File: src/verilog/gb_defs.svh
`ifndef GB_DEFS_SVH
`define GB_DEFS_SVH

// ------------------------------------------------------------
// io register addresses
// ------------------------------------------------------------
`define GB_ADDR_P1   16'hFF00   // joypad select / matrix
`define GB_ADDR_SB   16'hFF01   // serial data, no real shifter behind it
`define GB_ADDR_SC   16'hFF02   // serial control
`define GB_ADDR_IF   16'hFF0F   // interrupt flags
`define GB_ADDR_BOOT 16'hFF50   // boot rom disable
`define GB_ADDR_IE   16'hFFFF   // interrupt enable

// memory address widths
`define GB_BOOT_AW 8    // 256 byte boot rom
`define GB_WRAM_AW 13   // 8k work ram
`define GB_ZP_AW   7    // 128 entries, top one shadowed by IE

// interrupt vectors
`define GB_IRQ_VEC_BASE 8'h40
`define GB_IRQ_VEC_STEP 8'h08
`define GB_IRQ_VEC_NONE 8'h55   // ack with nothing pending

// value seen at FF50 by the boot code when fast boot is wanted
`define GB_FAST_BOOT_FLAG 8'h42

// dummy serial transfer, 8192 Hz bit clock
`define GB_SER_BIT_CYCLES 512
`define GB_SER_BITS       8

`define GB_OPEN_BUS 8'hFF   // undecoded reads

`endif

File: src/verilog/gb_pkg.sv
`default_nettype none

package gb_pkg;

	typedef logic [15:0] addr_t;   // cpu / cart address
	typedef logic [7:0]  data_t;   // bus byte
	typedef logic [4:0]  irq_t;    // vblank, lcd, timer, serial, joypad
	typedef logic [7:0]  joy_t;    // right left up down a b select start

	// who drives rd_data in the cycle after a read or ack
	typedef enum logic [1:0] {
		RD_BYTE,   // registered small-register / rom / cart byte
		RD_WRAM,
		RD_ZP,
		RD_VEC     // interrupt vector
	} rd_src_t;

	typedef enum logic {SER_IDLE, SER_SHIFT} ser_state_t;

endpackage

`default_nettype wire

File: src/verilog/serial_port.sv
`timescale 1ns/1ps
`default_nettype none

`include "gb_defs.svh"

module serial_port (
	input  wire            clk_cpu,
	input  wire            reset,
	input  wire            sc_wr,
	input  gb_pkg::data_t  wr_data,
	output gb_pkg::data_t  sc_val,
	output logic           ser_irq
);

	localparam int DIV_W = $clog2(`GB_SER_BIT_CYCLES);
	localparam int CNT_W = $clog2(`GB_SER_BITS);

	gb_pkg::ser_state_t state;
	logic               sc_start, sc_clk;
	logic [DIV_W-1:0]   div;      // cycles left in this bit
	logic [CNT_W-1:0]   bit_cnt;  // bits left after this one

	assign sc_val = {sc_start, 6'h3F, sc_clk};

	// ------------------------------------------------------------
	// transfer timer, no data actually shifts
	// ------------------------------------------------------------
	always_ff @(posedge clk_cpu) begin
		if (reset) begin
			state    <= gb_pkg::SER_IDLE;
			sc_start <= 1'b0;
			sc_clk   <= 1'b0;
			div      <= '0;
			bit_cnt  <= '0;
			ser_irq  <= 1'b0;
		end else begin
			ser_irq <= 1'b0;
			if (sc_wr) begin
				sc_start <= wr_data[7];
				sc_clk   <= wr_data[0];
				div      <= DIV_W'(`GB_SER_BIT_CYCLES - 1);
				bit_cnt  <= CNT_W'(`GB_SER_BITS - 1);
				// external clock never arrives, so only internal clock runs
				if (wr_data[7] && wr_data[0])
					state <= gb_pkg::SER_SHIFT;
				else
					state <= gb_pkg::SER_IDLE;
			end else begin
				case (state)
					gb_pkg::SER_SHIFT: begin
						div <= div - 1'b1;
						if (div == '0) begin
							div <= DIV_W'(`GB_SER_BIT_CYCLES - 1);
							if (bit_cnt == '0) begin   // last bit done
								ser_irq  <= 1'b1;
								sc_start <= 1'b0;
								state    <= gb_pkg::SER_IDLE;
							end else begin
								bit_cnt <= bit_cnt - 1'b1;
							end
						end
					end
					default: ;   // idle, hold
				endcase
			end
		end
	end

endmodule

`default_nettype wire

File: config.mk
export PLATFORM = sky130hd
export DESIGN_NAME = serial_port
export DESIGN_NICKNAME = d
export VERILOG_FILES = /design/src/verilog/gb_pkg.sv /design/src/verilog/serial_port.sv
export VERILOG_INCLUDE_DIRS = /design/src /design/src/verilog
export SDC_FILE = /design/constraint.sdc
export NUM_CORES = 1
export LEC_CHECK = 0
export ABC_AREA = 1
export BUFFER_PORTS_ARGS = -buffer_cell sky130_fd_sc_hd__buf_4
export CAP_MARGIN = 40
export CORE_MARGIN = 2
export CORE_UTILIZATION = 40
export CTS_CLUSTER_SIZE = 30
export DETAILED_ROUTE_END_ITERATION = 7
export PLACE_DENSITY = 0.66
export SETUP_SLACK_MARGIN = 0.02
export SLEW_MARGIN = 20
export SYNTH_ARGS = -nofsm -noshare
export SYNTH_HDL_FRONTEND = slang
export SYNTH_SLANG_ARGS = --single-unit
File: constraint.sdc
create_clock -name clk_cpu -period 2.5 [get_ports clk_cpu]
set_input_delay 0.5 -clock clk_cpu [delete_from_list [all_inputs] [get_ports clk_cpu]]
set_output_delay 0.5 -clock clk_cpu [all_outputs]
set_load 0.02 [all_outputs]
# Word-level counts from Yosys, hierarchy flattened
# Index checks and enable logic that the tools add are counted.
totals:
  regBits: 16
  input_bits: 11
  elab_cells: 37
  out_inout_bits: 9
classes:
  n_mux: 17
  add_sub_neg: 2
  n_bitwise: 2
  n_reduce_logical: 9
  n_eq_ne: 1
op_table:
  columns: ["cell", "n"]
  rows:
  - ["two-way mux 9 bit", 3]
  - ["two-way mux 3 bit", 4]
  - ["two-way mux 1 bit", 10]
  - ["zero test 9 bit", 1]
  - ["subtractor 9 x 1 -> 9 bit (second input constant)", 1]
  - ["AND reduction 3 bit", 2]
  - ["nonzero test 2 bit", 3]
  - ["OR reduction 4 bit", 1]
  - ["zero test 3 bit", 1]
  - ["subtractor 3 x 1 -> 3 bit (second input constant)", 1]
  - ["inequality test 2 bit (second input constant)", 1]
  - ["inverter 1 bit", 2]
  - ["logical AND 1 bit", 1]

# Logic depth before layout (Yosys ltp)
# Gate-level depths: netlist of run 1.
depth:
  ltp_word: 5
  mapped_depth: 10
  ltp_nobuf: 10

# Worst setup path before layout of run 1
# Ideal clock, no wire load.
synth_timing:
  path_kind: "flip-flop to flip-flop"
  startpoint: "reg div[0]"
  endpoint: "reg div[8]"
  setup_ns: 0.113
  synth_period_minus_slack_ns: 1.342
  path_stages_with_launch: 9
  t_arrival_ns: 1.229
  n_path_buf: 0
  path_slack_ns: 1.158
  path_cell_list: "dfxtp_1 > inv_1 > ha_1 > nand2_1 > nor2_2 > a31oi_1 > inv_1 > o21ai_1 > inv_1"
synth_via:
  elab_chain_cells: 4
synth_lines:
  columns: ["element", "line_no", "source"]
  rows:
  - ["from (decl)", "serial_port.sv:20", "logic [DIV_W-1:0] div;"]
  - ["from (signal assigned)", "serial_port.sv:41", "div <= DIV_W'(`GB_SER_BIT_CYCLES - 1);"]
  - ["from (signal assigned)", "serial_port.sv:51", "div <= div - 1'b1;"]
  - ["from (signal assigned)", "serial_port.sv:53", "div <= DIV_W'(`GB_SER_BIT_CYCLES - 1);"]
  - ["subtractor 9 x 1 -> 9 bit or zero test 9 bit (tied branches)", "serial_port.sv:51, serial_port.sv:52", null]
  - ["two-way mux 9 bit *", "serial_port.sv:52", "if (div == '0) begin"]
  - ["two-way mux 9 bit *", "serial_port.sv:49", "case (state)"]
  - ["two-way mux 9 bit *", "serial_port.sv:38", "if (sc_wr) begin"]
# Every way passes the cells marked *; elsewhere a longest branch is shown, timed or not. The select of a mux whose other input is x is not followed.
# A chain may end at the register's enable or synchronous reset.

# Worst setup path after layout of run 1
# Same ends and word-level chain as after synthesis.

==> qor.csv, run 1 <==
stage,metric,value,unit
timing,Slew Limit Fails,0,
placement,Post-DP Area,942,um2
worst_hold_path,hold-critical path depth,2,
final_layout,Filler cells,239,
clocking,CTS root buf,clkbuf_4,
timing,Max Fclk,0.629,GHz
flow_run,Max Cap Violations,0,
routing,final WL,1760,um
clocking,CTS Hold Bufs,0,
routing,DR WL/cell,10.7,um
final_layout,Antenna Cells,0,
worst_hold_path,Hold Path Class,in -> reg,
final_layout,Finished Core Util,45.1,%
clocking,CTS Sinks,16,
setup_path,Crit Path Max Fanout,5,
yosys,synth warn,0,
final_layout,design area,978,um2
grt,global-route wire length before repair,2950,um
placement,post-DP HPWL,1300,um
setup_path,Levels on crit path,8,
die,die area,2660,um2
setup_path,Worst path most repeated cell,inv_1,
outcome,outcome,"complete, no violations",
die,die width,51.6,um
clocking,clk slew on worst S/H paths,0.10,ns
routing,# DRC,0,
routing,via count,817,
die,# IOs,20,
worst_hold_path,Worst Hold End,bit_cnt[2]$_SDFFE_PP0P_,
final_layout,net count of the finished layout,151,
yosys,post-synth cell types,25,
die,starting density of the core,41.8,%
setup_path,RR Endpoint,div[8]$_SDFFE_PP0P_,
power_and_ir_drop,P_int,0.402,mW
setup_path,worst path required time,2.70,ns
power_and_ir_drop,static leakage,0.455,nW
final_layout,Layout area overhead,7.86,%
yosys,Netlist Area Pre-Place,907,um2
clocking,total clock buffers created by CTS,3,
placement,gpl congestion,0.806,
routing,initial drt markers,11,
setup_path,Worst R2R Setup Slack,0.91,ns
die,Core Area,2170,um2
clocking,H-tree depth,1,
power_and_ir_drop,Reg power frac,49.6,%
timing,Final Hold Fails,0,
setup_path,CP cell instances,inv_1 -> ha_1 -> nand2_1 -> nor2_2 -> a31oi_1 -> inv_1 -> o21ai_1 -> inv_1,
clocking,PostCTS Resize Cnt,0,
grt,vias in the first global route,705,
setup_path,Crit path largest cell delay,0.40,ns
die,site row count,17,
setup_path,WS Path Type,reg -> reg,
grt,pin count of the biggest net entering global routing,10,
grt,grt ovf,0,
setup_path,Crit-path slowest cell,dfxtp_1,
timing,Clock Skews,0.000810,ns
yosys,syn_area_per_cell,6.98,um2
setup_path,crit end category,flip-flop,
timing,# setup viols final,0,
setup_path,startpoint types,flip-flop,
setup_path,CP Buf/Inv Count,3,
power_and_ir_drop,combinational power share,19.5,%
power_and_ir_drop,Switching Fraction,30.7,%
grt,antenna violations before repair,0,
yosys,Syn Inst Count,130,
power_and_ir_drop,Max IR drop VDD,0.294,mV
yosys,#FFs+latches synth,16,
setup_path,R2R depth,8,
power_and_ir_drop,Clock Power Share,30.9,%
routing,ANT nets after route,0,
clocking,CTS tree,done,
final_layout,layout cell share with drive strength beyond 1,14.7,%
yosys,sequential cell area fraction in the yosys report,35.3,%
power_and_ir_drop,pwr/cell area,593,nW/um2
die,Die Y-Extent,51.6,um
clocking,CTS max path bufs,2,
setup_path,Worst EP arrival,1.79,ns
routing,vias per cell,4.98,
routing,TritonRoute pass-1 iters,4,
placement,count of input and output buffers,7,
timing,"Min Clock Period, post-route",1.59,ns
worst_hold_path,launch point of the worst hold path,reset,
grt,GRT Total Usage,14.7,%
timing,RSZ-0062 raised after global routing,false,
clocking,Clock Latency Late Sink,0.29,ns
setup_path,"Largest delay share family, worst path",compound AO/OA/AOI/OAI gates,
power_and_ir_drop,total net switching power,0.178,mW
setup_path,r2r startpoint,div[0]$_SDFFE_PP0P_,
timing,setup TNS,0,ns
timing,final cycle utilization of the critical path,63.6,%
clocking,Post-CTS Setup Bufs,0,
worst max path at each step:
stage	startpoint	to	slack [ns]
finish	div[0]$_SDFFE_PP0P_	div[8]$_SDFFE_PP0P_	0.91
global route	div[0]$_SDFFE_PP0P_	div[5]$_SDFFE_PP0P_	0.79
CTS	div[0]$_SDFFE_PP0P_	div[8]$_SDFFE_PP0P_	0.91
detailed placement	div[0]$_SDFFE_PP0P_	div[8]$_SDFFE_PP0P_	0.93
global placement	div[0]$_SDFFE_PP0P_	div[8]$_SDFFE_PP0P_	0.95
floorplan	div[0]$_SDFFE_PP0P_	div[8]$_SDFFE_PP0P_	1.16
cells in the final DEF (no fill, tap or decap):
cell type and instances:
dfxtp_1 16, conb_1 6, nand2_1 25, nand4_1 2, a21oi_2 1, or2_2 1, buf_4 7, o21ai_1 1
nor2_2 4, ha_1 3, nand3_1 9, o21ai_0 7, nor2_4 1, a31oi_1 5, a21oi_1 4, clkbuf_4 3
nor3b_1 1, xor2_1 1, nand2_2 1, inv_1 20, nor3_1 2, nor2_1 12, o22ai_1 1, clkbuf_8 1
nand4_2 1, a221oi_1 1
cell families (layout without fill, tap and decap cells):
family,Yosys count,in the layout,synth area share [%]
AO/OA/AOI/OAI,20,20,12.7
XOR/XNOR,1,1,0.966
adder cells (fa/ha/maj),3,3,4.14
buffers and inverters,30,31,16.1
flip-flops,16,16,35.3
other,1,6,0.413
AND/OR/NAND/NOR,59,59,30.3
power by group through the flow:
stage / combinational [mW] / clock, mW / sequential, mW
3_5_place_dp: 0.113 / 0 / 0.293
3_3_place_gp: 0.110 / 0 / 0.293
5_1_grt: 0.130 / 0.192 / 0.290
2_1_floorplan: 0.0999 / 0 / 0.290
6_report: 0.113 / 0.179 / 0.288
4_1_cts: 0.113 / 0.180 / 0.288
synthesized netlist by cell type:
| library cell | number | share of area, % |
|---|---|---|
| a21oi_2 | 1 | 0.97 |
| o21ai_0 | 7 | 3.9 |
| nand4_1 | 2 | 1.4 |
| nand3_1 | 9 | 5.0 |
| or2_2 | 1 | 0.69 |
| nor2_2 | 4 | 2.8 |
| nor3b_1 | 1 | 0.83 |
| inv_1 | 20 | 8.3 |
| nand2_1 | 25 | 10 |
| nand2_2 | 1 | 0.69 |
| dfxtp_1 | 16 | 35 |
| o22ai_1 | 1 | 0.69 |
| conb_1 | 1 | 0.41 |
| nor2_4 | 1 | 1.2 |
| nor2_1 | 12 | 5.0 |
| nor3_1 | 2 | 1.1 |
| nand4_2 | 1 | 1.4 |
| a21oi_1 | 4 | 2.2 |
| ha_1 | 3 | 4.1 |
| clkbuf_1 | 1 | 0.41 |
| o21ai_1 | 1 | 0.55 |
| a31oi_1 | 5 | 3.4 |
| a221oi_1 | 1 | 0.97 |
| xor2_1 | 1 | 0.97 |
| buf_4 | 9 | 7.4 |
stage by stage:
step / power (mW) / hold slack [ns] / setup slack, ns / std cells
2_1_floorplan: 0.390 / 0.457 / 1.16 / 135
5_1_grt: 0.612 / 0.437 / 0.793 / 164
3_3_place_gp: 0.403 / 0.473 / 0.954 / 160
6_report: 0.580 / 0.433 / 0.911 / 164
3_5_place_dp: 0.406 / 0.478 / 0.930 / 160
4_1_cts: 0.581 / 0.434 / 0.912 / 164
flip-flops by register name, indices dropped and copies added (netlist names):
name      count
ser_irq       1
div           9
sc_clk        1
bit_cnt       3
state         1
sc_start      1
per-layer routing:
metal  routed length (um)  vias up  track usage, %  part of all wire, %
met5                    0        -               0                    0
li1                     -      414               -                    -
met4                   36        0            6.58                  2.0
met1                  832      378            18.8                   47
met3                   84        5            2.59                  4.8
met2                  804       20            23.9                   46
final cells by class:
class | count | area, um2 | share of cell area (%)
repair buffers | 7 | 52.6 | 5.37
multi-input cells | 89 | 459 | 46.9
flip-flops and latches | 16 | 320 | 32.7
well taps | 28 | 35.0 | 3.58
inverters | 20 | 75.1 | 7.67
clock buffers | 4 | 36.3 | 3.71
Power figures use the tool's default switching activity.
==> inputs of run 2 (changes only) <==
- clock period: 2.5 -> 1.65 ns (I/O delays scaled with it)
==> qor.csv, run 2 (synthesized netlist as in run 1, its figures left out) <==
stage,metric,value,unit,change
die,Die Y-Extent,51.6,um,unchanged
grt,grt ovf,0,,unchanged
placement,count of input and output buffers,7,,unchanged
final_layout,Antenna Cells,0,,unchanged
timing,"Min Clock Period, post-route",1.42,ns,-0.165 ns
power_and_ir_drop,P_int,0.560,mW,+39%
power_and_ir_drop,combinational power share,21.2,%,+1.7 points
timing,Clock Skews,0.00448,ns,+0.00367 ns
clocking,CTS Sinks,16,,unchanged
setup_path,Crit path largest cell delay,0.35,ns,-0.05 ns
timing,Slew Limit Fails,0,,unchanged
clocking,CTS tree,done,,
final_layout,Filler cells,242,,+1.3%
power_and_ir_drop,Switching Fraction,31.4,%,+0.69 points
setup_path,CP Capture Point,bit_cnt[1]$_SDFFE_PP0P_,,
setup_path,RR Endpoint,bit_cnt[1]$_SDFFE_PP0P_,,
setup_path,CP Buf/Inv Count,1,,-2
setup_path,worst path required time,1.84,ns,-0.86 ns
routing,ANT nets after route,0,,unchanged
setup_path,WS Path Type,reg -> reg,,
setup_path,Levels on crit path,7,,-1
flow_run,Max Cap Violations,0,,unchanged
die,Core Area,2170,um2,unchanged
die,starting density of the core,41.8,%,unchanged
power_and_ir_drop,total net switching power,0.257,mW,+44%
setup_path,Worst R2R Setup Slack,0.23,ns,-0.68 ns
final_layout,Storage cell area,320,um2,unchanged
routing,final WL,1710,um,-2.9%
timing,# setup viols final,0,,unchanged
final_layout,Finished Core Util,44.9,%,-0.17 points
placement,post-DP HPWL,1330,um,+2.0%
die,site row count,17,,unchanged
setup_path,startpoint types,flip-flop,,
setup_path,"Largest delay share family, worst path",simple AND/OR/NAND/NOR gates,,
clocking,clk slew on worst S/H paths,0.09,ns,about the same
final_layout,"commonest cells after routing, fill and taps aside","nand2_1, inv_1, dfxtp_1",,
power_and_ir_drop,Reg power frac,53.3,%,+3.7 points
clocking,total clock buffers created by CTS,3,,unchanged
timing,final cycle utilization of the critical path,86.3,%,+23 points
routing,TritonRoute pass-1 iters,4,,unchanged
die,die width,51.6,um,unchanged
final_layout,Layout area overhead,7.45,%,
setup_path,CP cell instances,inv_1 -> ha_1 -> nand2_1 -> nor2_2 -> nand4_2 -> nor3b_1 -> nor2_1,,
grt,vias in the first global route,728,,+3.3%
routing,via count,804,,-1.6%
final_layout,largest register by flop count,div,,
grt,global-route wire length before repair,2980,um,+0.91%
setup_path,Crit Path Max Fanout,5,,unchanged
final_layout,layout cell share with drive strength beyond 1,15.4,%,+0.74 points
placement,gpl congestion,0.807,,about the same
routing,vias per cell,4.90,,-1.6%
setup_path,Worst EP arrival,1.61,ns,-0.18 ns
clocking,H-tree depth,1,,unchanged
timing,Final Hold Fails,0,,unchanged
timing,setup TNS,0,ns,unchanged
outcome,outcome,"complete, no violations",,
final_layout,net count of the finished layout,152,,+0.66%
setup_path,Setup crit start,div[0]$_SDFFE_PP0P_,,
clocking,Clock Latency Late Sink,0.29,ns,about the same
grt,antenna violations before repair,0,,unchanged
setup_path,Crit-path slowest cell,dfxtp_1,,
setup_path,crit end category,flip-flop,,
grt,GRT Total Usage,14.8,%,+0.17 points
final_layout,area taken by multi-input logic gates,462,um2,+0.55%
timing,Max Fclk,0.702,GHz,+12%
power_and_ir_drop,pwr/cell area,838,nW/um2,+41%
routing,initial drt markers,15,,+4
clocking,CTS root buf,clkbuf_4,,
final_layout,Regs by FF count,"div (9), bit_cnt (3)",,
routing,# DRC,0,,unchanged
die,die area,2660,um2,unchanged
grt,pin count of the biggest net entering global routing,10,,unchanged
final_layout,max FFs per register,9,,unchanged
power_and_ir_drop,Max IR drop VDD,0.440,mV,+50%
timing,RSZ-0062 raised after global routing,false,,
power_and_ir_drop,static leakage,0.452,nW,-0.57%
setup_path,R2R depth,7,,-1
clocking,CTS max path bufs,2,,unchanged
power_and_ir_drop,Clock Power Share,25.6,%,-5.3 points
routing,DR WL/cell,10.4,um,-2.9%
setup_path,r2r startpoint,div[0]$_SDFFE_PP0P_,,
clocking,CTS Hold Bufs,0,,unchanged
die,# IOs,20,,unchanged
worst_hold_path,Hold Path Class,in -> reg,,
final_layout,"most common cell after layout, fill and taps aside",nand2_1,,
[run 2: area by class of cell]
| type | instances | area share [%] |
|---|---|---|
| Multi-Input combinational cell | 89 | 47.4 |
| Sequential cell | 16 | 32.9 |
| Inverter | 20 | 7.70 |
| Timing Repair Buffer | 8 | 6.16 |
| Tap cell | 28 | 3.59 |
| Clock buffer | 3 | 2.31 |
[run 2: how the worst min path moves through the flow]
stage / cells after the start / from / slack (ns) / end
2_1_floorplan: 2 / div[6]$_SDFFE_PP0P_ / 0.46 / div[6]$_SDFFE_PP0P_
3_3_place_gp: 2 / div[6]$_SDFFE_PP0P_ / 0.47 / div[6]$_SDFFE_PP0P_
3_5_place_dp: 2 / sc_start$_SDFFE_PP0P_ / 0.48 / sc_start$_SDFFE_PP0P_
4_1_cts: 2 / reset / 0.27 / bit_cnt[2]$_SDFFE_PP0P_
5_1_grt: 2 / reset / 0.27 / bit_cnt[2]$_SDFFE_PP0P_
6_report: 2 / reset / 0.27 / bit_cnt[2]$_SDFFE_PP0P_
[run 2: layer usage]
| metal | track usage, % | share of wire, % |
|---|---|---|
| met5 | 0 | 0 |
| met3 | 1.72 | 3.7 |
| met2 | 24.6 | 47 |
| met1 | 19.3 | 48 |
| met4 | 6.58 | 2.1 |
[run 2: power by group through the flow]
stage	logic [mW]	clock network (mW)	registers, mW
after floorplan	0.151	0	0.440
after global placement	0.169	0	0.443
after detailed placement	0.173	0	0.444
after CTS	0.173	0.214	0.436
after global routing	0.199	0.225	0.440
final	0.173	0.209	0.435
[run 2: per-stage QoR]
step                cell area, um2  hold WS [ns]  std cells  setup slack (ns)  power (mW)
floorplan                      926         0.457        135             0.308       0.591
global placement               950         0.473        161             0.233       0.612
detailed placement             950         0.475        161             0.225       0.617
CTS                            972         0.270        164             0.206       0.822
global route                   975         0.271        164            0.0310       0.864
finish                         975         0.271        164             0.226       0.817
[run 2: what timing repair did]
item                                   4_1_cts  5_1_grt
gates resized for setup                      0        1
endpoints found under the hold margin        0        0
buffers inserted                             0        0
setup endpoints to repair                    0        1
==> inputs of run 3 (changes only) <==
- CORE_UTILIZATION: 40 -> 45
- PLACE_DENSITY: 0.66 -> 0.72
==> qor.csv, run 3 (synthesized netlist as in run 1, its figures left out) <==
stage,metric,value,unit,change
setup_path,WS Path Type,reg -> reg,,
timing,Max Fclk,0.696,GHz,-0.90%
final_layout,Filler cells,215,,-11%
power_and_ir_drop,Clock Power Share,30.3,%,+4.7 points
clocking,CTS Sinks,16,,unchanged
clocking,PostCTS Resize Cnt,0,,unchanged
setup_path,worst path required time,1.84,ns,about the same
final_layout,Antenna Cells,0,,unchanged
power_and_ir_drop,total net switching power,0.262,mW,+2.1%
power_and_ir_drop,Reg power frac,49.9,%,-3.4 points
timing,RSZ-0062 raised after global routing,false,,
timing,"Min Clock Period, post-route",1.44,ns,+0.0130 ns
clocking,CTS tree,done,,
routing,vias per cell,4.89,,-0.25%
setup_path,Worst EP arrival,1.63,ns,+0.02 ns
routing,initial drt markers,11,,-4
routing,final WL,1700,um,-0.64%
final_layout,"commonest cells after routing, fill and taps aside","nand2_1, inv_1, dfxtp_1",,
clocking,H-tree depth,1,,unchanged
grt,antenna violations before repair,0,,unchanged
grt,vias in the first global route,737,,+1.2%
die,# IOs,20,,unchanged
worst_hold_path,Worst Hold End,bit_cnt[2]$_SDFFE_PP0P_,,
routing,# DRC,0,,unchanged
setup_path,Worst R2R Setup Slack,0.21,ns,about the same
power_and_ir_drop,pwr/cell area,885,nW/um2,+5.6%
final_layout,largest register by flop count,div,,
outcome,outcome,"complete, no violations",,
setup_path,Crit Path Max Fanout,5,,unchanged
die,site row count,16,,-1
setup_path,Crit path largest cell delay,0.35,ns,about the same
timing,# setup viols final,0,,unchanged
routing,TritonRoute pass-1 iters,4,,unchanged
power_and_ir_drop,static leakage,0.460,nW,+1.6%
setup_path,R2R depth,9,,+2
clocking,total clock buffers created by CTS,3,,unchanged
timing,Clock Skews,0.00705,ns,+0.00257 ns
clocking,Post-CTS Setup Bufs,0,,unchanged
timing,final cycle utilization of the critical path,87.1,%,+0.79 points
grt,global-route wire length before repair,2910,um,-2.3%
final_layout,Layout area overhead,8.55,%,
power_and_ir_drop,P_int,0.610,mW,+8.8%
placement,count of input and output buffers,7,,unchanged
final_layout,layout cell share with drive strength beyond 1,15.3,%,-0.11 points
setup_path,r2r startpoint,div[0]$_SDFFE_PP0P_,,
worst_hold_path,launch point of the worst hold path,reset,,
placement,Setup WS pre-CTS,0.231,ns,+0.00581 ns
placement,post-DP HPWL,1300,um,-1.7%
power_and_ir_drop,combinational power share,19.7,%,-1.5 points
die,starting density of the core,47.2,%,+5.4 points
die,Die Y-Extent,48.9,um,-5.3%
power_and_ir_drop,Max IR drop VDD,0.454,mV,+3.4%
grt,GRT Total Usage,15.8,%,+0.96 points
final_layout,"most common cell after layout, fill and taps aside",nand2_1,,
timing,setup TNS,0,ns,unchanged
timing,worst setup margin,0.213,ns,-0.0130 ns
worst_hold_path,Hold Path Class,in -> reg,,
placement,gpl congestion,0.851,,+5.4%
final_layout,max FFs per register,9,,unchanged
final_layout,Regs by FF count,"div (9), bit_cnt (3)",,
timing,Slew Limit Fails,0,,unchanged
routing,DR WL/cell,10.3,um,-0.64%
timing,hold slack,0.264,ns,-0.00714 ns
setup_path,CP cell instances,inv_1 -> ha_1 -> nand2_1 -> nor2_1 -> nand3_1 -> nor2_1 -> nand2_1 -> nand3_1 -> a21oi_1,,
grt,pin count of the biggest net entering global routing,10,,unchanged
grt,grt ovf,0,,unchanged
clocking,clk slew on worst S/H paths,0.10,ns,about the same
die,die width,48.9,um,-5.3%
worst_hold_path,hold-critical path depth,2,,unchanged
timing,Final Hold Fails,0,,unchanged
clocking,Clock Latency Late Sink,0.29,ns,about the same
die,Core Area,1920,um2,-11%
clocking,CTS Hold Bufs,0,,unchanged
flow_run,Max Cap Violations,0,,unchanged
setup_path,RR Endpoint,sc_start$_SDFFE_PP0P_,,
die,die area,2390,um2,-10%
power_and_ir_drop,Switching Fraction,30.0,%,-1.4 points
clocking,CTS max path bufs,2,,unchanged
clocking,CTS root buf,clkbuf_4,,
setup_path,Crit-path slowest cell,dfxtp_1,,
routing,ANT nets after route,0,,unchanged
setup_path,crit end category,flip-flop,,
final_layout,net count of the finished layout,152,,unchanged
setup_path,startpoint types,flip-flop,,
routing,via count,802,,-0.25%
## run 3: changes by cell type in the layout (fill, tap and decap cells not counted)
cell / before / now
clkbuf_8: 0 / 1
nor2_2: 5 / 4
nor2_1: 11 / 12
## run 3: layer usage
layer	global-route usage (%)	wire (um)
met1	18.0	760
met2	26.9	791
met3	3.99	102
met4	8.57	41
met5	0	0
## run 3: layout make-up
cell class                      instances  area (um2)  share of cell area (%)
Multi-Input combinational cell         89         459                    46.6
Sequential cell                        16         320                    32.5
Inverter                               20        75.1                    7.62
Tap cell                               27        33.8                    3.43
Timing Repair Buffer                    8        60.1                    6.10
Clock buffer                            4        36.3                    3.68
## run 3: worst max-delay path by stage
| stage | startpoint | endpoint | depth (start not counted) |
|---|---|---|---|
| 2_1_floorplan | div[0]$_SDFFE_PP0P_ | div[8]$_SDFFE_PP0P_ | 8 |
| 5_1_grt | div[0]$_SDFFE_PP0P_ | sc_start$_SDFFE_PP0P_ | 9 |
| 6_report | div[0]$_SDFFE_PP0P_ | sc_start$_SDFFE_PP0P_ | 9 |
| 4_1_cts | div[0]$_SDFFE_PP0P_ | div[8]$_SDFFE_PP0P_ | 9 |
| 3_5_place_dp | div[0]$_SDFFE_PP0P_ | div[8]$_SDFFE_PP0P_ | 9 |
| 3_3_place_gp | div[0]$_SDFFE_PP0P_ | sc_start$_SDFFE_PP0P_ | 9 |
## run 3: stage by stage
stage / util [%] / power [mW] / instances / cell area (um2)
after floorplan: - / 0.591 / 135 / 926
after global placement: 49.3 / 0.611 / 160 / 948
after detailed placement: 49.3 / 0.617 / 160 / 948
after CTS: 51.2 / 0.881 / 164 / 985
after global routing: 51.2 / 0.927 / 164 / 985
final: 51.2 / 0.872 / 164 / 985
## run 3: power by group through the flow
stage | logic [mW] | clock network (mW) | registers [mW]
floorplan | 0.151 | 0 | 0.440
global placement | 0.167 | 0 | 0.443
detailed placement | 0.172 | 0 | 0.445
CTS | 0.173 | 0.272 | 0.436
global route | 0.197 | 0.290 | 0.440
finish | 0.172 | 0.265 | 0.435
## run 3: worst max-delay path, delay by kind of cell, from the launching register on
family,cells,cell delay (ns)
simple gates,6,0.63
buf+inv,1,0.07
compound gates,1,0.06
flops,1,0.35
fa+ha+maj,1,0.22
